`config.mk`:
```
export PLATFORM = sky130hd
export DESIGN_NAME = xm_regs_top
export DESIGN_NICKNAME = d
export VERILOG_FILES = /design/src/common/xm_regs_pkg.sv /design/src/common/xm_access_pkg.sv /design/src/rtl/access_ctrl.sv /design/src/rtl/addr_regs.sv /design/src/rtl/data_latch.sv /design/src/rtl/tenth_ms_timer.sv /design/src/rtl/xm_regs_top.sv
export SDC_FILE = /design/constraint.sdc
export NUM_CORES = 1
export LEC_CHECK = 0
export BUFFER_PORTS_ARGS = -buffer_cell sky130_fd_sc_hd__buf_2
export CORE_ASPECT_RATIO = 1.1
export CORE_MARGIN = 2
export CORE_UTILIZATION = 25
export DETAILED_ROUTE_END_ITERATION = 10
export GPL_TIMING_DRIVEN = 0
export SYNTH_ARGS = -nofsm -noshare
export SYNTH_HDL_FRONTEND = slang
export SYNTH_SLANG_ARGS = --single-unit
```
`constraint.sdc`:
```
create_clock -name clk -period 5.41 [get_ports clk]
set_input_delay 0 -clock clk [delete_from_list [all_inputs] [get_ports clk]]
set_output_delay 0 -clock clk [all_outputs]
set_load 0.05 [all_outputs]
```
`src/common/xm_regs_pkg.sv`:
```
//======================================================================
// host register side shared definitions
// bus byte, data word and VRAM address types
// register number enum for the host register map
//======================================================================
`default_nettype none

package xm_regs_pkg;

localparam int BYTE_W = 8;                  // host bus byte
localparam int WORD_W = 16;                 // register / VRAM word
localparam int ADDR_W = 16;                 // VRAM word address

typedef logic [BYTE_W-1:0] byte_t;          // one bus data byte
typedef logic [WORD_W-1:0] word_t;          // register or VRAM data word
typedef logic [ADDR_W-1:0] addr_t;          // VRAM word address

// register numbers; anything not listed reads zero, ignores writes
typedef enum logic [3:0] {
    XM_SYS_CTRL = 4'h0,                     // busy bit, nibble write mask
    XM_TIMER    = 4'h2,                     // tenth-ms tick count
    XM_RD_INCR  = 4'h6,                     // read address step
    XM_RD_ADDR  = 4'h7,                     // odd byte write starts a read
    XM_WR_INCR  = 4'h8,                     // write address step
    XM_WR_ADDR  = 4'h9,                     // VRAM write address
    XM_DATA     = 4'hA                      // odd write = VRAM write, odd read = pre-read
} reg_num_t;

endpackage

`default_nettype wire

```
`src/common/xm_access_pkg.sv`:
```
//======================================================================
// VRAM access side shared definitions
// access FSM states, nibble write mask type, reset values
//======================================================================
`default_nettype none

package xm_access_pkg;

typedef enum logic [1:0] {
    IDLE,                                   // no VRAM access presented
    RD_WAIT,                                // read presented, awaiting ack
    WR_WAIT                                 // write presented, awaiting ack
} acc_state_t;

typedef logic [3:0] wrmask_t;               // one enable per data nibble

localparam wrmask_t WRMASK_RESET = 4'hF;    // all nibbles writable

endpackage

`default_nettype wire

```
`src/rtl/access_ctrl.sv`:
```
//======================================================================
// VRAM access control
// command decode from bus strobes, access FSM, sel/ack handshake,
// step and capture pulses, nibble write mask register
//======================================================================
`default_nettype none
`timescale 1ns/100ps

module access_ctrl (
    input  wire logic                   clk,
    input  wire logic                   reset_i,
    input  wire logic                   bus_wr_i,
    input  wire logic                   bus_rd_i,
    input  wire xm_regs_pkg::reg_num_t  bus_reg_num_i,
    input  wire logic                   bus_bytesel_i,
    input  wire xm_regs_pkg::byte_t     bus_data_i,
    input  wire xm_regs_pkg::addr_t     rd_addr_i,
    input  wire xm_regs_pkg::addr_t     wr_addr_i,
    input  wire xm_regs_pkg::word_t     wr_word_i,      // word to write on DATA odd byte
    input  wire logic                   vram_ack_i,
    output      logic                   vram_sel_o,
    output      logic                   vram_wr_o,
    output      xm_regs_pkg::addr_t     vram_addr_o,
    output      xm_regs_pkg::word_t     vram_data_o,
    output      xm_access_pkg::wrmask_t vram_wrmask_o,
    output      logic                   rd_step_o,
    output      logic                   wr_step_o,
    output      logic                   rd_capture_o,
    output      logic                   busy_o
);

import xm_regs_pkg::*;
import xm_access_pkg::*;

acc_state_t state;
logic       odd_wr;                     // odd byte write this cycle
logic       wr_cmd;                     // DATA odd write
logic       rdaddr_cmd;                 // RD_ADDR odd write
logic       rddata_cmd;                 // DATA odd read, pre-read next word

assign odd_wr     = bus_wr_i && bus_bytesel_i;
assign wr_cmd     = odd_wr && (bus_reg_num_i == XM_DATA);
assign rdaddr_cmd = odd_wr && (bus_reg_num_i == XM_RD_ADDR);
assign rddata_cmd = bus_rd_i && bus_bytesel_i && (bus_reg_num_i == XM_DATA);

assign vram_sel_o   = (state != IDLE);          // straight from state flops
assign vram_wr_o    = (state == WR_WAIT);
assign busy_o       = vram_sel_o;
assign rd_step_o    = vram_ack_i && (state == RD_WAIT);
assign rd_capture_o = rd_step_o;                // data valid in ack cycle
assign wr_step_o    = vram_ack_i && (state == WR_WAIT);

always_ff @(posedge clk) begin
    if (reset_i) begin
        state <= IDLE;
    end else begin
        case (state)
            IDLE: begin
                if (wr_cmd) begin
                    state <= WR_WAIT;
                end else if (rdaddr_cmd || rddata_cmd) begin
                    state <= RD_WAIT;
                end
            end
            RD_WAIT, WR_WAIT: begin
                if (vram_ack_i) state <= IDLE;      // drop sel next cycle
            end
            default: state <= IDLE;
        endcase
    end
end

// payload only loads when idle, so it holds through the whole access
always_ff @(posedge clk) begin
    if (state == IDLE) begin
        if (wr_cmd) begin
            vram_addr_o <= wr_addr_i;
            vram_data_o <= wr_word_i;
        end else if (rdaddr_cmd) begin
            vram_addr_o <= {rd_addr_i[15:8], bus_data_i};   // new RD_ADDR
        end else if (rddata_cmd) begin
            vram_addr_o <= rd_addr_i;                       // already stepped
        end
    end
end

always_ff @(posedge clk) begin
    if (reset_i) begin
        vram_wrmask_o <= WRMASK_RESET;
    end else if (odd_wr && (bus_reg_num_i == XM_SYS_CTRL)) begin
        vram_wrmask_o <= bus_data_i[3:0];
    end
end

a_ack_has_sel: assert property (@(posedge clk) disable iff (reset_i)
    vram_ack_i |-> vram_sel_o);
a_payload_stable: assert property (@(posedge clk) disable iff (reset_i)
    vram_sel_o && !vram_ack_i |=> $stable(vram_addr_o) && $stable(vram_data_o));

endmodule

`default_nettype wire

```
`src/rtl/addr_regs.sv`:
```
//======================================================================
// VRAM address and increment registers
// RD_INCR, RD_ADDR, WR_INCR, WR_ADDR with byte writes,
// post-access increment on step pulses
//======================================================================
`default_nettype none
`timescale 1ns/100ps

module addr_regs (
    input  wire logic                   clk,
    input  wire logic                   reset_i,
    input  wire logic                   bus_wr_i,
    input  wire xm_regs_pkg::reg_num_t  bus_reg_num_i,
    input  wire logic                   bus_bytesel_i,
    input  wire xm_regs_pkg::byte_t     bus_data_i,
    input  wire logic                   rd_step_i,      // read acked
    input  wire logic                   wr_step_i,      // write acked
    output      xm_regs_pkg::addr_t     rd_addr_o,
    output      xm_regs_pkg::addr_t     wr_addr_o,
    output      xm_regs_pkg::word_t     rd_incr_o,
    output      xm_regs_pkg::word_t     wr_incr_o
);

import xm_regs_pkg::*;

logic rd_incr_wr;
logic rd_addr_wr;
logic wr_incr_wr;
logic wr_addr_wr;

// replace one byte of a register, odd = low byte
function automatic word_t put_byte(word_t old_word, logic odd, byte_t new_byte);
    return odd ? {old_word[15:8], new_byte} : {new_byte, old_word[7:0]};
endfunction

assign rd_incr_wr = bus_wr_i && (bus_reg_num_i == XM_RD_INCR);
assign rd_addr_wr = bus_wr_i && (bus_reg_num_i == XM_RD_ADDR);
assign wr_incr_wr = bus_wr_i && (bus_reg_num_i == XM_WR_INCR);
assign wr_addr_wr = bus_wr_i && (bus_reg_num_i == XM_WR_ADDR);

always_ff @(posedge clk) begin
    if (reset_i) begin
        rd_incr_o <= '0;
        rd_addr_o <= '0;
        wr_incr_o <= '0;
        wr_addr_o <= '0;
    end else begin
        if (rd_incr_wr) rd_incr_o <= put_byte(rd_incr_o, bus_bytesel_i, bus_data_i);
        if (wr_incr_wr) wr_incr_o <= put_byte(wr_incr_o, bus_bytesel_i, bus_data_i);

        if (rd_addr_wr) begin                   // host write beats step
            rd_addr_o <= put_byte(rd_addr_o, bus_bytesel_i, bus_data_i);
        end else if (rd_step_i) begin
            rd_addr_o <= rd_addr_o + rd_incr_o; // wraps mod 2^16
        end

        if (wr_addr_wr) begin
            wr_addr_o <= put_byte(wr_addr_o, bus_bytesel_i, bus_data_i);
        end else if (wr_step_i) begin
            wr_addr_o <= wr_addr_o + wr_incr_o;
        end
    end
end

endmodule

`default_nettype wire

```
`src/rtl/data_latch.sv`:
```
//======================================================================
// DATA register storage and host read-back
// even byte hold, VRAM read word capture, register read mux
//======================================================================
`default_nettype none
`timescale 1ns/100ps

module data_latch (
    input  wire logic                   clk,
    input  wire logic                   reset_i,
    input  wire logic                   bus_wr_i,
    input  wire xm_regs_pkg::reg_num_t  bus_reg_num_i,
    input  wire logic                   bus_bytesel_i,
    input  wire xm_regs_pkg::byte_t     bus_data_i,
    input  wire logic                   rd_capture_i,   // VRAM read acked
    input  wire xm_regs_pkg::word_t     vram_data_i,
    input  wire logic                   busy_i,
    input  wire xm_access_pkg::wrmask_t wrmask_i,
    input  wire xm_regs_pkg::addr_t     rd_addr_i,
    input  wire xm_regs_pkg::addr_t     wr_addr_i,
    input  wire xm_regs_pkg::word_t     rd_incr_i,
    input  wire xm_regs_pkg::word_t     wr_incr_i,
    input  wire xm_regs_pkg::word_t     timer_word_i,
    output      xm_regs_pkg::word_t     wr_word_o,
    output      xm_regs_pkg::byte_t     bus_data_o
);

import xm_regs_pkg::*;

byte_t  data_even;                      // DATA even byte, waits for odd
word_t  rd_word;                        // last word read from VRAM
word_t  rb_word;                        // word picked by register number

assign wr_word_o = {data_even, bus_data_i};     // odd byte straight off bus

always_ff @(posedge clk) begin
    if (reset_i) begin
        data_even <= '0;
        rd_word   <= '0;
    end else begin
        if (bus_wr_i && !bus_bytesel_i && (bus_reg_num_i == XM_DATA)) begin
            data_even <= bus_data_i;
        end
        if (rd_capture_i) rd_word <= vram_data_i;
    end
end

always_comb begin
    case (bus_reg_num_i)
        XM_SYS_CTRL: rb_word = {busy_i, 11'b0, wrmask_i};   // busy in bit 15
        XM_TIMER:    rb_word = timer_word_i;
        XM_RD_INCR:  rb_word = rd_incr_i;
        XM_RD_ADDR:  rb_word = rd_addr_i;
        XM_WR_INCR:  rb_word = wr_incr_i;
        XM_WR_ADDR:  rb_word = wr_addr_i;
        XM_DATA:     rb_word = rd_word;
        default:     rb_word = '0;                          // unmapped reads zero
    endcase
end

assign bus_data_o = bus_bytesel_i ? rb_word[7:0] : rb_word[15:8];

endmodule

`default_nettype wire

```
`src/rtl/tenth_ms_timer.sv`:
```
//======================================================================
// tenth-millisecond timer
// clock prescaler, 16-bit tick count, low byte latch on TIMER read
//======================================================================
`default_nettype none
`timescale 1ns/100ps

module tenth_ms_timer #(
    parameter int CLKS_PER_TICK = 2500                  // clocks per 0.1 ms
) (
    input  wire logic                   clk,
    input  wire logic                   reset_i,
    input  wire logic                   bus_rd_i,
    input  wire xm_regs_pkg::reg_num_t  bus_reg_num_i,
    input  wire logic                   bus_bytesel_i,
    output      xm_regs_pkg::word_t     timer_word_o    // live high, latched low
);

import xm_regs_pkg::*;

localparam int PRE_W = (CLKS_PER_TICK > 1) ? $clog2(CLKS_PER_TICK) : 1;

logic [PRE_W-1:0]   prescale;           // clocks into current tick
word_t              ticks;              // free-running tick count
byte_t              low_latch;          // low byte frozen on even read

assign timer_word_o = {ticks[15:8], low_latch};

always_ff @(posedge clk) begin
    if (reset_i) begin
        prescale  <= '0;
        ticks     <= '0;
        low_latch <= '0;
    end else begin
        if (prescale == PRE_W'(CLKS_PER_TICK - 1)) begin
            prescale <= '0;
            ticks    <= ticks + 1'b1;
        end else begin
            prescale <= prescale + 1'b1;
        end
        // even byte read, so the odd read that follows is coherent
        if (bus_rd_i && !bus_bytesel_i && (bus_reg_num_i == XM_TIMER)) begin
            low_latch <= ticks[7:0];
        end
    end
end

a_prescale_range: assert property (@(posedge clk) disable iff (reset_i)
    prescale < CLKS_PER_TICK);

endmodule

`default_nettype wire

```
`src/rtl/xm_regs_top.sv`:
```
//======================================================================
// host register block top level
// access control FSM, address registers, data latch, timer
//======================================================================
`default_nettype none
`timescale 1ns/100ps

module xm_regs_top #(
    parameter int CLKS_PER_TICK = 2500                  // 25 MHz / 10 kHz
) (
    input  wire logic                   clk,
    input  wire logic                   reset_i,
    input  wire logic                   bus_wr_i,       // byte write strobe
    input  wire logic                   bus_rd_i,       // byte read strobe
    input  wire xm_regs_pkg::reg_num_t  bus_reg_num_i,
    input  wire logic                   bus_bytesel_i,  // 0 = even/high, 1 = odd/low
    input  wire xm_regs_pkg::byte_t     bus_data_i,
    output      xm_regs_pkg::byte_t     bus_data_o,     // read-back byte
    output      logic                   vram_sel_o,
    output      logic                   vram_wr_o,
    output      xm_regs_pkg::addr_t     vram_addr_o,
    output      xm_regs_pkg::word_t     vram_data_o,
    output      xm_access_pkg::wrmask_t vram_wrmask_o,
    input  wire logic                   vram_ack_i,
    input  wire xm_regs_pkg::word_t     vram_data_i
);

import xm_regs_pkg::*;

addr_t      rd_addr;                    // RD_ADDR contents
addr_t      wr_addr;                    // WR_ADDR contents
word_t      rd_incr;
word_t      wr_incr;
word_t      wr_word;                    // even byte + odd bus byte
word_t      timer_word;                 // live high, latched low
logic       rd_step;                    // read done, bump RD_ADDR
logic       wr_step;                    // write done, bump WR_ADDR
logic       rd_capture;                 // take vram_data_i
logic       busy;

access_ctrl access_ctrl_i (
    .clk(clk),
    .reset_i(reset_i),
    .bus_wr_i(bus_wr_i),
    .bus_rd_i(bus_rd_i),
    .bus_reg_num_i(bus_reg_num_i),
    .bus_bytesel_i(bus_bytesel_i),
    .bus_data_i(bus_data_i),
    .rd_addr_i(rd_addr),
    .wr_addr_i(wr_addr),
    .wr_word_i(wr_word),
    .vram_ack_i(vram_ack_i),
    .vram_sel_o(vram_sel_o),
    .vram_wr_o(vram_wr_o),
    .vram_addr_o(vram_addr_o),
    .vram_data_o(vram_data_o),
    .vram_wrmask_o(vram_wrmask_o),
    .rd_step_o(rd_step),
    .wr_step_o(wr_step),
    .rd_capture_o(rd_capture),
    .busy_o(busy)
);

addr_regs addr_regs_i (
    .clk(clk),
    .reset_i(reset_i),
    .bus_wr_i(bus_wr_i),
    .bus_reg_num_i(bus_reg_num_i),
    .bus_bytesel_i(bus_bytesel_i),
    .bus_data_i(bus_data_i),
    .rd_step_i(rd_step),
    .wr_step_i(wr_step),
    .rd_addr_o(rd_addr),
    .wr_addr_o(wr_addr),
    .rd_incr_o(rd_incr),
    .wr_incr_o(wr_incr)
);

data_latch data_latch_i (
    .clk(clk),
    .reset_i(reset_i),
    .bus_wr_i(bus_wr_i),
    .bus_reg_num_i(bus_reg_num_i),
    .bus_bytesel_i(bus_bytesel_i),
    .bus_data_i(bus_data_i),
    .rd_capture_i(rd_capture),
    .vram_data_i(vram_data_i),
    .busy_i(busy),
    .wrmask_i(vram_wrmask_o),
    .rd_addr_i(rd_addr),
    .wr_addr_i(wr_addr),
    .rd_incr_i(rd_incr),
    .wr_incr_i(wr_incr),
    .timer_word_i(timer_word),
    .wr_word_o(wr_word),
    .bus_data_o(bus_data_o)
);

tenth_ms_timer #(
    .CLKS_PER_TICK(CLKS_PER_TICK)
) tenth_ms_timer_i (
    .clk(clk),
    .reset_i(reset_i),
    .bus_rd_i(bus_rd_i),
    .bus_reg_num_i(bus_reg_num_i),
    .bus_bytesel_i(bus_bytesel_i),
    .timer_word_o(timer_word)
);

endmodule

`default_nettype wire

```
==> report_table.html, run 1 <==
<table>
<tr><th>Metric</th><th>Value</th></tr>
<tr><th colspan="2">CTS</th></tr>
<tr><td>Bufs on Longest Clock Path</td><td>2</td></tr>
<tr><td>CTS sink cnt</td><td>~160</td></tr>
<tr><td>Setup Fix Bufs, Post-CTS</td><td>0</td></tr>
<tr><td>Root cell of the clock tree</td><td>sky130_fd_sc_hd__clkbuf_16</td></tr>
<tr><td>Clock slew at the register clock pins of the worst setup and hold paths</td><td>~0.070 ns</td></tr>
<tr><td>Total clock buffers created by CTS</td><td>17</td></tr>
<tr><td>Source-to-sink clock delay at the later pin of the worst-skew pair</td><td>between 0.4 and 0.5 ns</td></tr>
<tr><td>Post-CTS sizing</td><td>0</td></tr>
<tr><td>Number of H-tree levels</td><td>4</td></tr>
<tr><td>CTS tree</td><td>yes</td></tr>
<tr><th colspan="2">Synthesis</th></tr>
<tr><td>Synthesized-area fraction occupied by ao, oa, aoi and oai cells</td><td>19.7%</td></tr>
<tr><td>Fraction of the mapped netlist area in adder cells</td><td>approximately 5.6%</td></tr>
<tr><td>Post-synthesis share of cell area spent on and, or, nand and nor gates</td><td>between 20% and 30%</td></tr>
<tr><td>Register bit count reported by yosys</td><td>162</td></tr>
<tr><td>Post-synthesis share of cell area spent on xor and xnor gates</td><td>4.55%</td></tr>
<tr><td>Average cell area after synthesis</td><td>8.45 um2</td></tr>
<tr><td>Leading register cell type out of synthesis</td><td>sky130_fd_sc_hd__dfxtp_1</td></tr>
<tr><td>Cell area after synthesis</td><td>about 0.0085 mm2</td></tr>
<tr><td>Seq/Total Area, Yosys</td><td>a little over two fifths</td></tr>
<tr><td>Main combinational cell family by area after synthesis</td><td>simple AND/OR/NAND/NOR gates</td></tr>
<tr><td>Yosys warning count</td><td>0</td></tr>
<tr><td>Share of synthesized registers carrying an async set or reset</td><td>0%</td></tr>
<tr><td>Count of distinct cell types in the synthesized netlist</td><td>around 70</td></tr>
<tr><td>Mapped Nets</td><td>1073</td></tr>
<tr><td>Cell count after synthesis</td><td>~1000</td></tr>
<tr><td>Mux cell area share after synthesis</td><td>2.14%</td></tr>
<tr><td>Number of flops mapped to enable cells by yosys</td><td>32</td></tr>
<tr><th colspan="2">Die</th></tr>
<tr><td>Core ar.</td><td>0.0333 mm2</td></tr>
<tr><td>Top-Level Pins</td><td>80</td></tr>
<tr><td>Die outline area</td><td>0.0353 mm2</td></tr>
<tr><td>Die height</td><td>about 200 um</td></tr>
<tr><td>Starting density of the core</td><td>between 20 and 30%</td></tr>
<tr><td>Num rows</td><td>70</td></tr>
<tr><td>Die span in x</td><td>about 180 um</td></tr>
<tr><th colspan="2">Detailed routing</th></tr>
<tr><td>DRT iter0 DRCs</td><td>between 800 and 900</td></tr>
<tr><td>Routed WL</td><td>~30 mm</td></tr>
<tr><td>Mean number of vias per cell</td><td>~5.3</td></tr>
<tr><td>DRT Pass-1 Iters</td><td>6</td></tr>
<tr><td>Number of design rule violations left after detail routing</td><td>0</td></tr>
<tr><td>Via count</td><td>8276</td></tr>
<tr><td>WL/cell</td><td>slightly below 20 um</td></tr>
<tr><td>Number of routed nets with antenna violations</td><td>0</td></tr>
<tr><th colspan="2">Global route</th></tr>
<tr><td>Initial antenna violation count</td><td>0</td></tr>
<tr><td>Number of global-route vias before repair</td><td>between 7000 and 8000</td></tr>
<tr><td>Met2 capacity usage during global routing</td><td>a little over a quarter</td></tr>
<tr><td>Met3 routing resource usage after global routing</td><td>under 10%</td></tr>
<tr><td>Grt total ovfl</td><td>0</td></tr>
<tr><td>GRT met1 Usage</td><td>between 20% and 30%</td></tr>
<tr><td>Wire length of the first global-routing pass</td><td>about 46 mm</td></tr>
<tr><td>All-layer global routing usage</td><td>17.0%</td></tr>
<tr><td>Gr busiest metal</td><td>met2</td></tr>
<tr><td>Maximum number of pins on one net before global-route repair</td><td>17</td></tr>
<tr><th colspan="2">Placed design</th></tr>
<tr><td>Pre-CTS setup slack</td><td>about 2.2 ns</td></tr>
<tr><td>RePlAce Congestion</td><td>about 0.98</td></tr>
<tr><td>Detailed placer's ending HPWL</td><td>between 20 and 25 mm</td></tr>
<tr><td>Total of buffers placed on input and output ports</td><td>75</td></tr>
<tr><th colspan="2">STA</th></tr>
<tr><td>Count of final max-slew check failures</td><td>0</td></tr>
<tr><td>Skew final</td><td>roughly 0.010 ns</td></tr>
<tr><td>Worst setup slack after layout</td><td>2.66 ns</td></tr>
<tr><td>Worst slew slack as a fraction of its limit</td><td>between 10% and 20%</td></tr>
<tr><td>Period utilization</td><td>50.7%</td></tr>
<tr><td>Shortest period the worst path allows</td><td>between 2 and 3 ns</td></tr>
<tr><td>Number of failing setup endpoints in the final timing report</td><td>0</td></tr>
<tr><td>Total negative setup slack</td><td>0 ns</td></tr>
<tr><td>Unrepaired setup endpoints after global routing</td><td>false</td></tr>
<tr><td>Count of final hold-check violations</td><td>0</td></tr>
<tr><td>Actual slew at the worst max-slew pin</td><td>around 1.2 ns</td></tr>
<tr><td>Achievable clock frequency</td><td>364 MHz</td></tr>
<tr><th colspan="2">Pwr</th></tr>
<tr><td>Power per cell area</td><td>between 200 and 300 mW/mm2</td></tr>
<tr><td>Overall power consumption</td><td>2.66 mW</td></tr>
<tr><td>Pleak</td><td>approximately 3.9 nW</td></tr>
<tr><td>Worst VDD drop</td><td>around 0.18 mV</td></tr>
<tr><th colspan="2">Final layout</th></tr>
<tr><td>Share of final-layout standard cells stronger than drive strength 1</td><td>a little under an eighth</td></tr>
<tr><td>Nets</td><td>~1200</td></tr>
<tr><td>Area overhead of the layout relative to synthesis</td><td>20.7%</td></tr>
<tr><td>Utilization after layout</td><td>between 30% and 40%</td></tr>
<tr><th colspan="2">Status</th></tr>
<tr><td>Run status</td><td>finished clean</td></tr>
<tr><th colspan="2">Setup path</th></tr>
<tr><td>Launch instance of the worst register-to-register path</td><td>addr_regs_i.rd_addr_o[0]</td></tr>
<tr><td>CP Data Arrival Time</td><td>between 2 and 3 ns</td></tr>
<tr><td>Worst Setup Path Type</td><td>in2out</td></tr>
<tr><td>Element type at the critical path end</td><td>output port</td></tr>
<tr><td>Biggest fanout along the worst timing path</td><td>10</td></tr>
<tr><td>CP startpoint kind</td><td>input pin</td></tr>
<tr><td>Worst setup path startpoint</td><td>bus_reg_num_i[0]</td></tr>
<tr><td>Required time of the critical path</td><td>5.41 ns</td></tr>
<tr><th colspan="2">Job</th></tr>
<tr><td>Maximum capacitance violations</td><td>0</td></tr>
<tr><th colspan="2">Min path</th></tr>
<tr><td>Hold/Removal Path Class</td><td>in2reg</td></tr>
<tr><td>HP Start</td><td>vram_ack_i</td></tr>
</table>
==> cells by family after synthesis <==
| group | Yosys count |
|---|---|
| simple gates | 400 |
| compound gates | 258 |
| flops | 162 |
| buf+inv | 83 |
| xor+xnor | 44 |
| fa+ha+maj | 37 |
| mux | 18 |
==> cells in the final DEF, fill, tap and decap left out, drive strengths merged, types with 4 or more instances in the layout <==
master | Yosys | layout
and2 | 7 | 7
a22o | 8 | 8
a211oi | 11 | 11
and3 | 14 | 14
xor2 | 21 | 21
inv | 18 | 25
nand3 | 47 | 47
clkbuf | 49 | 66
a22oi | 8 | 8
o22ai | 4 | 4
nor2 | 85 | 85
a2111oi | 7 | 7
ha | 35 | 35
a211o | 5 | 5
xnor2 | 23 | 23
a222oi | 16 | 16
edfxtp | 32 | 32
o21bai | 4 | 4
nand2b | 7 | 7
o21ai | 29 | 29
o21a | 5 | 5
a21oi | 112 | 112
dfxtp | 130 | 130
or3 | 9 | 9
mux2i | 17 | 17
dlygate4sd3 | 0 | 24
nor4b | 4 | 4
clkinv | 0 | 6
nand4 | 10 | 10
a221oi | 7 | 7
nor3 | 10 | 10
nand2 | 185 | 185
o32ai | 4 | 4
a31oi | 8 | 8
buf | 16 | 92
a21o | 11 | 11
==> cells in the mapped netlist (all sizes together) (9+ instances only) <==
| library cell | number | area share, % |
|---|---|---|
| nand4 | 10 | 0.74 |
| inv | 18 | 0.80 |
| nor3 | 10 | 0.59 |
| clkbuf | 49 | 2.2 |
| or3 | 9 | 0.67 |
| a21oi | 112 | 6.6 |
| xor2 | 21 | 2.2 |
| nor2 | 85 | 3.9 |
| and3 | 14 | 1.0 |
| buf | 16 | 1.1 |
| xnor2 | 23 | 2.4 |
| ha | 35 | 5.2 |
| mux2i | 17 | 2.0 |
| a211oi | 11 | 0.98 |
| nand2 | 185 | 8.3 |
| dfxtp | 130 | 31 |
| nand3 | 47 | 2.8 |
| o21ai | 29 | 1.7 |
| a222oi | 16 | 1.9 |
| edfxtp | 32 | 11 |
| a21o | 11 | 0.98 |
==> final timing paths <==
check,endpoint,slack (ns),cells after the start
worst max-delay path,bus_data_o[2],2.66,7
worst max register to register,addr_regs_i.rd_addr_o[14],2.68,9
worst min-delay path,access_ctrl_i.state[1],0.07,3
worst min register to register,access_ctrl_i.vram_data_o[14],0.44,0
==> final cells by class <==
| cell class | instances | area [um2] |
|---|---|---|
| diodes | 1 | 2.50 |
| plain buffers | 65 | 279 |
| clock buffers | 17 | 425 |
| clock inverters | 15 | 146 |
| fillers | 3561 | 23100 |
| inverters | 18 | 67.6 |
| multi-input cells | 757 | 4560 |
| flip-flops and latches | 162 | 3560 |
| well taps | 432 | 541 |
| repair buffers | 100 | 631 |
==> sequential cells by signal (all words and copies together) (netlist names) <==
signal,count
tenth_ms_timer_i.low_latch,8
access_ctrl_i.vram_wrmask_o,4
access_ctrl_i.vram_data_o,16
addr_regs_i.rd_incr_o,16
access_ctrl_i.vram_addr_o,16
data_latch_i.rd_word,16
tenth_ms_timer_i.prescale,12
data_latch_i.data_even,8
tenth_ms_timer_i.ticks,16
addr_regs_i.rd_addr_o,16
access_ctrl_i.state,2
addr_regs_i.wr_addr_o,16
addr_regs_i.wr_incr_o,16
==> power by group <==
| part | internal [mW] | leakage, nW | switching [mW] |
|---|---|---|---|
| clock | 0.646 | 0.281 | 0.553 |
| combinational | 0.0608 | 2.30 | 0.145 |
| sequential | 1.24 | 1.37 | 0.0131 |
==> stage by stage <==
step / instances / hold WS, ns / cell area [um2]
floorplan: 1002 / 0.0989 / 8460
detailed placement: 1510 / 0.196 / 9400
global placement: 1509 / 0.194 / 9380
CTS: 1566 / 0.0437 / 10200
finish: 1567 / 0.0664 / 10200
global route: 1566 / 0.0873 / 10200
==> timing repair <==
action	CTS	global route
hold buffers	24	0
setup endpoints to repair	0	0
hold endpoints to repair	29	0
==> worst max-delay path: stages <==
cell,delay [ns]
sky130_fd_sc_hd__buf_2,0.15
sky130_fd_sc_hd__nor4b_2,1.06
sky130_fd_sc_hd__buf_2,0.39
sky130_fd_sc_hd__buf_2,0.30
sky130_fd_sc_hd__a21oi_1,0.21
sky130_fd_sc_hd__a21oi_1,0.29
sky130_fd_sc_hd__buf_2,0.34
==> routing by layer <==
| metal | vias to the layer above | part of all wire, % |
|---|---|---|
| met4 | 0 | 4.2 |
| li1 | 3860 | - |
| met1 | 3934 | 43 |
| met2 | 401 | 44 |
| met3 | 81 | 8.5 |
| met5 | - | 0 |
Power figures use the tool's default switching activity.
==> inputs of run 2 (changes only) <==
==> constraint.sdc (replaced) <==
create_clock -name clk -period 2.75 [get_ports clk]
set_input_delay 0 -clock clk [delete_from_list [all_inputs] [get_ports clk]]
set_output_delay 0 -clock clk [all_outputs]
set_load 0.05 [all_outputs]
==> report_table.html, run 2 (synthesized netlist as in run 1, its figures left out) <==
<table>
<tr><th>Metric</th><th>Value</th></tr>
<tr><th colspan="2">CTS</th></tr>
<tr><td>Number of H-tree levels</td><td>4</td></tr>
<tr><td>Total clock buffers created by CTS</td><td>17</td></tr>
<tr><td>Source-to-sink clock delay at the later pin of the worst-skew pair</td><td>0.44 ns</td></tr>
<tr><td>Root cell of the clock tree</td><td>sky130_fd_sc_hd__clkbuf_16</td></tr>
<tr><td>CTS tree</td><td>yes</td></tr>
<tr><td>Bufs on Longest Clock Path</td><td>2</td></tr>
<tr><td>Setup Fix Bufs, Post-CTS</td><td>0</td></tr>
<tr><td>Clock slew at the register clock pins of the worst setup and hold paths</td><td>0.07 ns</td></tr>
<tr><td>CTS sink cnt</td><td>about 160</td></tr>
<tr><th colspan="2">Die</th></tr>
<tr><td>Num rows</td><td>70</td></tr>
<tr><td>Core ar.</td><td>roughly 0.033 mm2</td></tr>
<tr><td>Die span in x</td><td>roughly 180 um</td></tr>
<tr><td>Die outline area</td><td>about 0.035 mm2</td></tr>
<tr><td>Die height</td><td>197 um</td></tr>
<tr><td>Top-Level Pins</td><td>80</td></tr>
<tr><td>Starting density of the core</td><td>between 20 and 30%</td></tr>
<tr><th colspan="2">Detailed routing</th></tr>
<tr><td>DRT Pass-1 Iters</td><td>6</td></tr>
<tr><td>Via count</td><td>between 8000 and 9000</td></tr>
<tr><td>Number of routed nets with antenna violations</td><td>0</td></tr>
<tr><td>Mean number of vias per cell</td><td>roughly 5.3</td></tr>
<tr><td>Routed WL</td><td>approximately 31 mm</td></tr>
<tr><td>DRT iter0 DRCs</td><td>roughly 870</td></tr>
<tr><td>WL/cell</td><td>between 15 and 20 um</td></tr>
<tr><td>Number of design rule violations left after detail routing</td><td>0</td></tr>
<tr><th colspan="2">Final layout</th></tr>
<tr><td>Final non-filler cell area</td><td>0.0102 mm2</td></tr>
<tr><td>Number of fillers in the final layout</td><td>around 3600</td></tr>
<tr><td>Share of final-layout standard cells stronger than drive strength 1</td><td>12.1%</td></tr>
<tr><td>Number of antenna cells inserted</td><td>0</td></tr>
<tr><td>Commonest non-fill, non-tap cell in the layout</td><td>sky130_fd_sc_hd__nand2_1</td></tr>
<tr><td>Nets</td><td>1192</td></tr>
<tr><td>Utilization after layout</td><td>a little under a third</td></tr>
<tr><td>Number of standard cells in the layout, taps in and fillers out</td><td>1566</td></tr>
<tr><td>Area overhead of the layout relative to synthesis</td><td>20.9%</td></tr>
<tr><td>Leading cell types in the layout, fill and taps excluded</td><td>sky130_fd_sc_hd__nand2_1, sky130_fd_sc_hd__dfxtp_1, sky130_fd_sc_hd__a21oi_1, sky130_fd_sc_hd__buf_2, sky130_fd_sc_hd__nor2_1</td></tr>
<tr><th colspan="2">Global route</th></tr>
<tr><td>Number of global-route vias before repair</td><td>roughly 8000</td></tr>
<tr><td>Initial antenna violation count</td><td>0</td></tr>
<tr><td>All-layer global routing usage</td><td>17.0%</td></tr>
<tr><td>Grt total ovfl</td><td>0</td></tr>
<tr><td>Maximum number of pins on one net before global-route repair</td><td>17</td></tr>
<tr><td>Wire length of the first global-routing pass</td><td>around 46 mm</td></tr>
<tr><th colspan="2">STA</th></tr>
<tr><td>Achievable clock frequency</td><td>between 300 and 400 MHz</td></tr>
<tr><td>Worst slew slack as a fraction of its limit</td><td>around 22%</td></tr>
<tr><td>Count of final hold-check violations</td><td>0</td></tr>
<tr><td>Unrepaired setup endpoints after global routing</td><td>false</td></tr>
<tr><td>Period utilization</td><td>a little over nine tenths</td></tr>
<tr><td>Number of failing setup endpoints in the final timing report</td><td>0</td></tr>
<tr><td>Total negative setup slack</td><td>0 ns</td></tr>
<tr><td>Shortest period the worst path allows</td><td>approximately 2.7 ns</td></tr>
<tr><td>Actual slew at the worst max-slew pin</td><td>around 1.2 ns</td></tr>
<tr><td>Worst slack on hold paths</td><td>0.0736 ns</td></tr>
<tr><td>Skew final</td><td>about 0.010 ns</td></tr>
<tr><td>Worst setup slack after layout</td><td>0.0520 ns</td></tr>
<tr><td>Count of final max-slew check failures</td><td>0</td></tr>
<tr><th colspan="2">Pwr</th></tr>
<tr><td>Pleak</td><td>about 3.9 nW</td></tr>
<tr><td>Overall power consumption</td><td>~5.2 mW</td></tr>
<tr><td>Worst VDD drop</td><td>approximately 0.35 mV</td></tr>
<tr><td>Power per cell area</td><td>just over 500 mW/mm2</td></tr>
<tr><th colspan="2">Status</th></tr>
<tr><td>Run status</td><td>finished clean</td></tr>
<tr><th colspan="2">Placed design</th></tr>
<tr><td>Pre-CTS setup slack</td><td>-0.461 ns</td></tr>
<tr><td>Cell Count Post-Placement</td><td>between 1500 and 2000</td></tr>
<tr><td>RePlAce Congestion</td><td>between 0.9 and 1</td></tr>
<tr><td>Area after DPL</td><td>roughly 0.0094 mm2</td></tr>
<tr><td>Total of buffers placed on input and output ports</td><td>75</td></tr>
<tr><td>Detailed placer's ending HPWL</td><td>approximately 23 mm</td></tr>
<tr><th colspan="2">Setup path</th></tr>
<tr><td>CP Data Arrival Time</td><td>about 2.7 ns</td></tr>
<tr><td>Biggest fanout along the worst timing path</td><td>10</td></tr>
<tr><td>Longest individual stage delay on the worst path</td><td>1.01 ns</td></tr>
<tr><td>CP startpoint kind</td><td>input pin</td></tr>
<tr><td>Cell with the most instances on the worst path</td><td>sky130_fd_sc_hd__buf_2</td></tr>
<tr><td>Buf+Inv Stages, Crit Path</td><td>4</td></tr>
<tr><td>Worst Setup Path Type</td><td>in2out</td></tr>
<tr><td>Sequence of cells on the critical path</td><td>buf_2, nor4b_2, buf_2, buf_2, a21oi_1, a21oi_1, buf_2</td></tr>
<tr><td>Cell family with most CP delay</td><td>buffers and inverters</td></tr>
<tr><td>Element type at the critical path end</td><td>output port</td></tr>
<tr><td>Slowest cell on crit path</td><td>sky130_fd_sc_hd__nor4b_2</td></tr>
<tr><td>Required time of the critical path</td><td>around 2.8 ns</td></tr>
<tr><th colspan="2">Min path</th></tr>
<tr><td>Hold/Removal Path Class</td><td>in2reg</td></tr>
<tr><th colspan="2">Job</th></tr>
<tr><td>Maximum capacitance violations</td><td>0</td></tr>
</table>
-- run 2: repair_timing --
item / CTS / global route
endpoints found under the hold margin: 29 / 0
pin swaps: 0 / 0
hold buffers: 24 / 0
setup endpoints to repair: 16 / 4
resized for setup: 1 / 3
-- run 2: worst min-delay path, cell delays in order --
cell                       delay [ns]
sky130_fd_sc_hd__buf_2           0.17
sky130_fd_sc_hd__nand2b_1        0.20
sky130_fd_sc_hd__a211oi_1        0.09
-- run 2: power breakdown --
part           switching, mW  internal (mW)
logic                  0.286          0.120
registers             0.0260           2.44
clock network           1.09           1.27
total                   1.41           3.83
-- run 2: metal layers --
layer | GRT usage [%] | part of all wire [%] | up-vias
met1 | 23.1 | 42 | 3937
met5 | 0 | 0 | -
met4 | 7.14 | 4.3 | 0
met2 | 26.4 | 44 | 424
met3 | 3.60 | 9.4 | 87
li1 | - | - | 3854
-- run 2: area by class of cell --
cell class / instances / area, um2 / area share (%)
Multi-Input combinational cell: 757 / 4580 / 44.7
Sequential cell: 162 / 3560 / 34.8
Timing Repair Buffer: 100 / 631 / 6.17
Tap cell: 432 / 541 / 5.28
Clock buffer: 17 / 425 / 4.16
Buffer: 65 / 279 / 2.73
Clock inverter: 15 / 146 / 1.43
Inverter: 18 / 67.6 / 0.661
-- run 2: path summary, 6_finish.rpt --
path / start / end / cells after the start / slack, ns
worst max-delay path: bus_reg_num_i[0] / bus_data_o[2] / 7 / 0.05
worst min-delay path: vram_ack_i / access_ctrl_i.state[1] / 3 / 0.07
worst max register to register: addr_regs_i.wr_addr_o[6] / addr_regs_i.wr_addr_o[13] / 8 / 0.12
worst min register to register: data_latch_i.data_even[6] / access_ctrl_i.vram_data_o[14] / 0 / 0.44
==> inputs of run 3 (changes only) <==
--- a/config.mk
+++ b/config.mk
@@ -11,6 +11,7 @@
 export CORE_UTILIZATION = 25
 export DETAILED_ROUTE_END_ITERATION = 10
 export GPL_TIMING_DRIVEN = 0
+export PLACE_DENSITY = 0.42
 export SYNTH_ARGS = -nofsm -noshare
 export SYNTH_HDL_FRONTEND = slang
 export SYNTH_SLANG_ARGS = --single-unit
==> report_table.html, run 3 (synthesized netlist as in run 1, its figures left out) <==
<table>
<tr><th>Metric</th><th>Value</th></tr>
<tr><th colspan="2">Status</th></tr>
<tr><td>Run status</td><td>finished clean</td></tr>
<tr><th colspan="2">CTS</th></tr>
<tr><td>Clock slew at the register clock pins of the worst setup and hold paths</td><td>roughly 0.08 ns</td></tr>
<tr><td>Bufs on Longest Clock Path</td><td>2</td></tr>
<tr><td>Setup Fix Bufs, Post-CTS</td><td>0</td></tr>
<tr><td>Root cell of the clock tree</td><td>sky130_fd_sc_hd__clkbuf_16</td></tr>
<tr><td>Number of H-tree levels</td><td>4</td></tr>
<tr><td>CTS sink cnt</td><td>approximately 160</td></tr>
<tr><td>Total clock buffers created by CTS</td><td>17</td></tr>
<tr><td>Source-to-sink clock delay at the later pin of the worst-skew pair</td><td>0.45 ns</td></tr>
<tr><td>CTS tree</td><td>yes</td></tr>
<tr><th colspan="2">Detailed routing</th></tr>
<tr><td>DRT Pass-1 Iters</td><td>7</td></tr>
<tr><td>Number of routed nets with antenna violations</td><td>0</td></tr>
<tr><td>Mean number of vias per cell</td><td>slightly above 5</td></tr>
<tr><td>DRT iter0 DRCs</td><td>~800</td></tr>
<tr><td>Routed WL</td><td>about 33 mm</td></tr>
<tr><td>WL/cell</td><td>between 20 and 25 um</td></tr>
<tr><td>Via count</td><td>~7900</td></tr>
<tr><td>Number of design rule violations left after detail routing</td><td>0</td></tr>
<tr><th colspan="2">Final layout</th></tr>
<tr><td>Number of fillers in the final layout</td><td>approximately 3600</td></tr>
<tr><td>Register area</td><td>approximately 0.0036 mm2</td></tr>
<tr><td>Leading cell types in the layout, fill and taps excluded</td><td>sky130_fd_sc_hd__nand2_1, sky130_fd_sc_hd__dfxtp_1, sky130_fd_sc_hd__a21oi_1, sky130_fd_sc_hd__buf_2, sky130_fd_sc_hd__nor2_1</td></tr>
<tr><td>Nets</td><td>around 1200</td></tr>
<tr><td>Commonest non-fill, non-tap cell in the layout</td><td>sky130_fd_sc_hd__nand2_1</td></tr>
<tr><td>Area overhead of the layout relative to synthesis</td><td>21.4%</td></tr>
<tr><td>Share of final-layout standard cells stronger than drive strength 1</td><td>a little under an eighth</td></tr>
<tr><td>Combined area of the multi-input logic cells</td><td>around 0.0046 mm2</td></tr>
<tr><th colspan="2">Die</th></tr>
<tr><td>Top-Level Pins</td><td>80</td></tr>
<tr><td>Die span in x</td><td>~180 um</td></tr>
<tr><td>Die outline area</td><td>between 0.03 and 0.04 mm2</td></tr>
<tr><td>Core ar.</td><td>about 0.033 mm2</td></tr>
<tr><td>Num rows</td><td>70</td></tr>
<tr><td>Die height</td><td>between 150 and 200 um</td></tr>
<tr><td>Starting density of the core</td><td>about a quarter</td></tr>
<tr><th colspan="2">STA</th></tr>
<tr><td>Actual slew at the worst max-slew pin</td><td>roughly 1.1 ns</td></tr>
<tr><td>Worst slack on hold paths</td><td>just over 0.07 ns</td></tr>
<tr><td>Count of final max-slew check failures</td><td>0</td></tr>
<tr><td>Period utilization</td><td>~96%</td></tr>
<tr><td>Unrepaired setup endpoints after global routing</td><td>false</td></tr>
<tr><td>Shortest period the worst path allows</td><td>approximately 2.6 ns</td></tr>
<tr><td>Skew final</td><td>~0.021 ns</td></tr>
<tr><td>Number of failing setup endpoints in the final timing report</td><td>0</td></tr>
<tr><td>Worst slew slack as a fraction of its limit</td><td>between 20% and 30%</td></tr>
<tr><td>Count of final hold-check violations</td><td>0</td></tr>
<tr><td>Achievable clock frequency</td><td>377 MHz</td></tr>
<tr><th colspan="2">Pwr</th></tr>
<tr><td>Switching power as a share of total power</td><td>between 20% and 30%</td></tr>
<tr><td>Clock network fraction of total power</td><td>a little under half</td></tr>
<tr><td>Worst VDD drop</td><td>approximately 0.35 mV</td></tr>
<tr><td>Switching power summed over all nets</td><td>between 1 and 1.5 mW</td></tr>
<tr><td>Internal Dissipation</td><td>just over 4 mW</td></tr>
<tr><td>Combinational share of power</td><td>under 10%</td></tr>
<tr><td>Overall power consumption</td><td>roughly 5.4 mW</td></tr>
<tr><td>Power per cell area</td><td>roughly 530 mW/mm2</td></tr>
<tr><td>Pleak</td><td>roughly 4.0 nW</td></tr>
<tr><td>Register share of total power</td><td>between 40% and 50%</td></tr>
<tr><th colspan="2">Setup path</th></tr>
<tr><td>Required time of the critical path</td><td>roughly 3 ns</td></tr>
<tr><td>Biggest fanout along the worst timing path</td><td>4</td></tr>
<tr><td>Longest individual stage delay on the worst path</td><td>around 0.42 ns</td></tr>
<tr><td>Worst setup path startpoint</td><td>addr_regs_i.wr_addr_o[0]</td></tr>
<tr><td>Sequence of cells on the critical path</td><td>ha_1, fa_1, a21o_1, a211oi_1, o21ai_1, a31oi_2, o21bai_1, xnor2_1, o41ai_1</td></tr>
<tr><td>CP Data Arrival Time</td><td>about 3.0 ns</td></tr>
<tr><td>CP startpoint kind</td><td>register</td></tr>
<tr><td>Slowest cell on crit path</td><td>sky130_fd_sc_hd__fa_1</td></tr>
<tr><td>Worst Setup Path Type</td><td>reg2reg</td></tr>
<tr><td>Launch instance of the worst register-to-register path</td><td>addr_regs_i.wr_addr_o[0]</td></tr>
<tr><td>Worst reg-to-reg setup slack</td><td>between 0.1 and 0.15 ns</td></tr>
<tr><td>Capture instance of the worst register-to-register path</td><td>addr_regs_i.wr_addr_o[12]</td></tr>
<tr><td>Buf+Inv Stages, Crit Path</td><td>0</td></tr>
<tr><td>Depth of the critical timing path with buffers and inverters included</td><td>9</td></tr>
<tr><td>Element type at the critical path end</td><td>register</td></tr>
<tr><td>Cell family with most CP delay</td><td>compound AO/OA/AOI/OAI gates</td></tr>
<tr><td>Number of cells on the worst reg-to-reg path</td><td>9</td></tr>
<tr><th colspan="2">Global route</th></tr>
<tr><td>GRT met1 Usage</td><td>between 20% and 30%</td></tr>
<tr><td>Number of global-route vias before repair</td><td>between 7000 and 8000</td></tr>
<tr><td>Met2 capacity usage during global routing</td><td>between 20 and 30%</td></tr>
<tr><td>Maximum number of pins on one net before global-route repair</td><td>17</td></tr>
<tr><td>Grt total ovfl</td><td>0</td></tr>
<tr><td>All-layer global routing usage</td><td>between 10% and 20%</td></tr>
<tr><td>Gr busiest metal</td><td>met2</td></tr>
<tr><td>Initial antenna violation count</td><td>1</td></tr>
<tr><td>Wire length of the first global-routing pass</td><td>48.9 mm</td></tr>
<tr><td>Met3 routing resource usage after global routing</td><td>roughly 3.0%</td></tr>
<tr><th colspan="2">Min path</th></tr>
<tr><td>Cell depth of the worst hold path</td><td>3</td></tr>
<tr><td>HP Start</td><td>vram_ack_i</td></tr>
<tr><td>Sink of the worst hold path</td><td>access_ctrl_i.state[1]</td></tr>
<tr><td>Hold/Removal Path Class</td><td>in2reg</td></tr>
<tr><th colspan="2">Placed design</th></tr>
<tr><td>Detailed placer's ending HPWL</td><td>approximately 25 mm</td></tr>
<tr><td>Total of buffers placed on input and output ports</td><td>75</td></tr>
<tr><td>RePlAce Congestion</td><td>just under 0.9</td></tr>
<tr><th colspan="2">Job</th></tr>
<tr><td>Maximum capacitance violations</td><td>0</td></tr>
</table>
[run 3: timing repair]
action / 4_1_cts / 5_1_grt
hold buffers: 24 / 0
resized for setup: 1 / 3
hold endpoints to repair: 29 / 0
pin swaps: 0 / 1
gates cloned: 0 / 0
endpoints found under the setup margin: 1 / 3
[run 3: power groups by stage]
stage | Clock [mW] | Sequential, mW | Combinational, mW
after CTS | 2.61 | 2.46 | 0.409
after floorplan | 0 | 2.52 | 0.204
after global placement | 0 | 2.52 | 0.381
final | 2.56 | 2.47 | 0.414
after detailed placement | 0 | 2.52 | 0.381
after global routing | 2.71 | 2.47 | 0.441
[run 3: layout make-up]
class	instances	area share, %
diodes	1	0.0244
clock buffers	23	4.36
clock inverters	9	1.53
inverters	18	0.657
repair buffers	101	6.21
multi-input cells	757	44.6
plain buffers	65	2.72
flip-flops and latches	162	34.7
well taps	432	5.26
[run 3: worst reg2reg max path, stage by stage (launching register included)]
cell and delay, ns:
sky130_fd_sc_hd__dfxtp_1 0.35, sky130_fd_sc_hd__ha_1 0.24, sky130_fd_sc_hd__fa_1 0.42, sky130_fd_sc_hd__a21o_1 0.22, sky130_fd_sc_hd__a211oi_1 0.37, sky130_fd_sc_hd__o21ai_1 0.20
sky130_fd_sc_hd__a31oi_2 0.28, sky130_fd_sc_hd__o21bai_1 0.11, sky130_fd_sc_hd__xnor2_1 0.15, sky130_fd_sc_hd__o41ai_1 0.23
[run 3: how the worst max path moves through the flow]
stage / to
final: addr_regs_i.wr_addr_o[12]
after global placement: access_ctrl_i.vram_addr_o[4]
after CTS: addr_regs_i.wr_addr_o[12]
after detailed placement: access_ctrl_i.vram_data_o[5]
after global routing: addr_regs_i.rd_addr_o[14]
after floorplan: access_ctrl_i.vram_addr_o[0]
[run 3: per-stage QoR]
step / setup TNS, ns / std cells / cell area (um2) / utilization, % / setup WS (ns)
5_1_grt: 0 / 1567 / 10300 / 30.9 / 0.00201
3_3_place_gp: -23.57 / 1509 / 9380 / 28.2 / -0.838
2_1_floorplan: 0 / 1002 / 8460 / - / 0.376
4_1_cts: 0 / 1567 / 10300 / 30.8 / 0.0258
3_5_place_dp: -2.39 / 1511 / 9410 / 28.3 / -0.218
6_report: 0 / 1568 / 10300 / 30.9 / 0.101
[run 3: per-layer routing]
metal,vias up,share of wire [%]
li1,3837,-
met1,3772,47
met2,296,45
met3,27,5.9
met4,0,1.9
met5,-,0
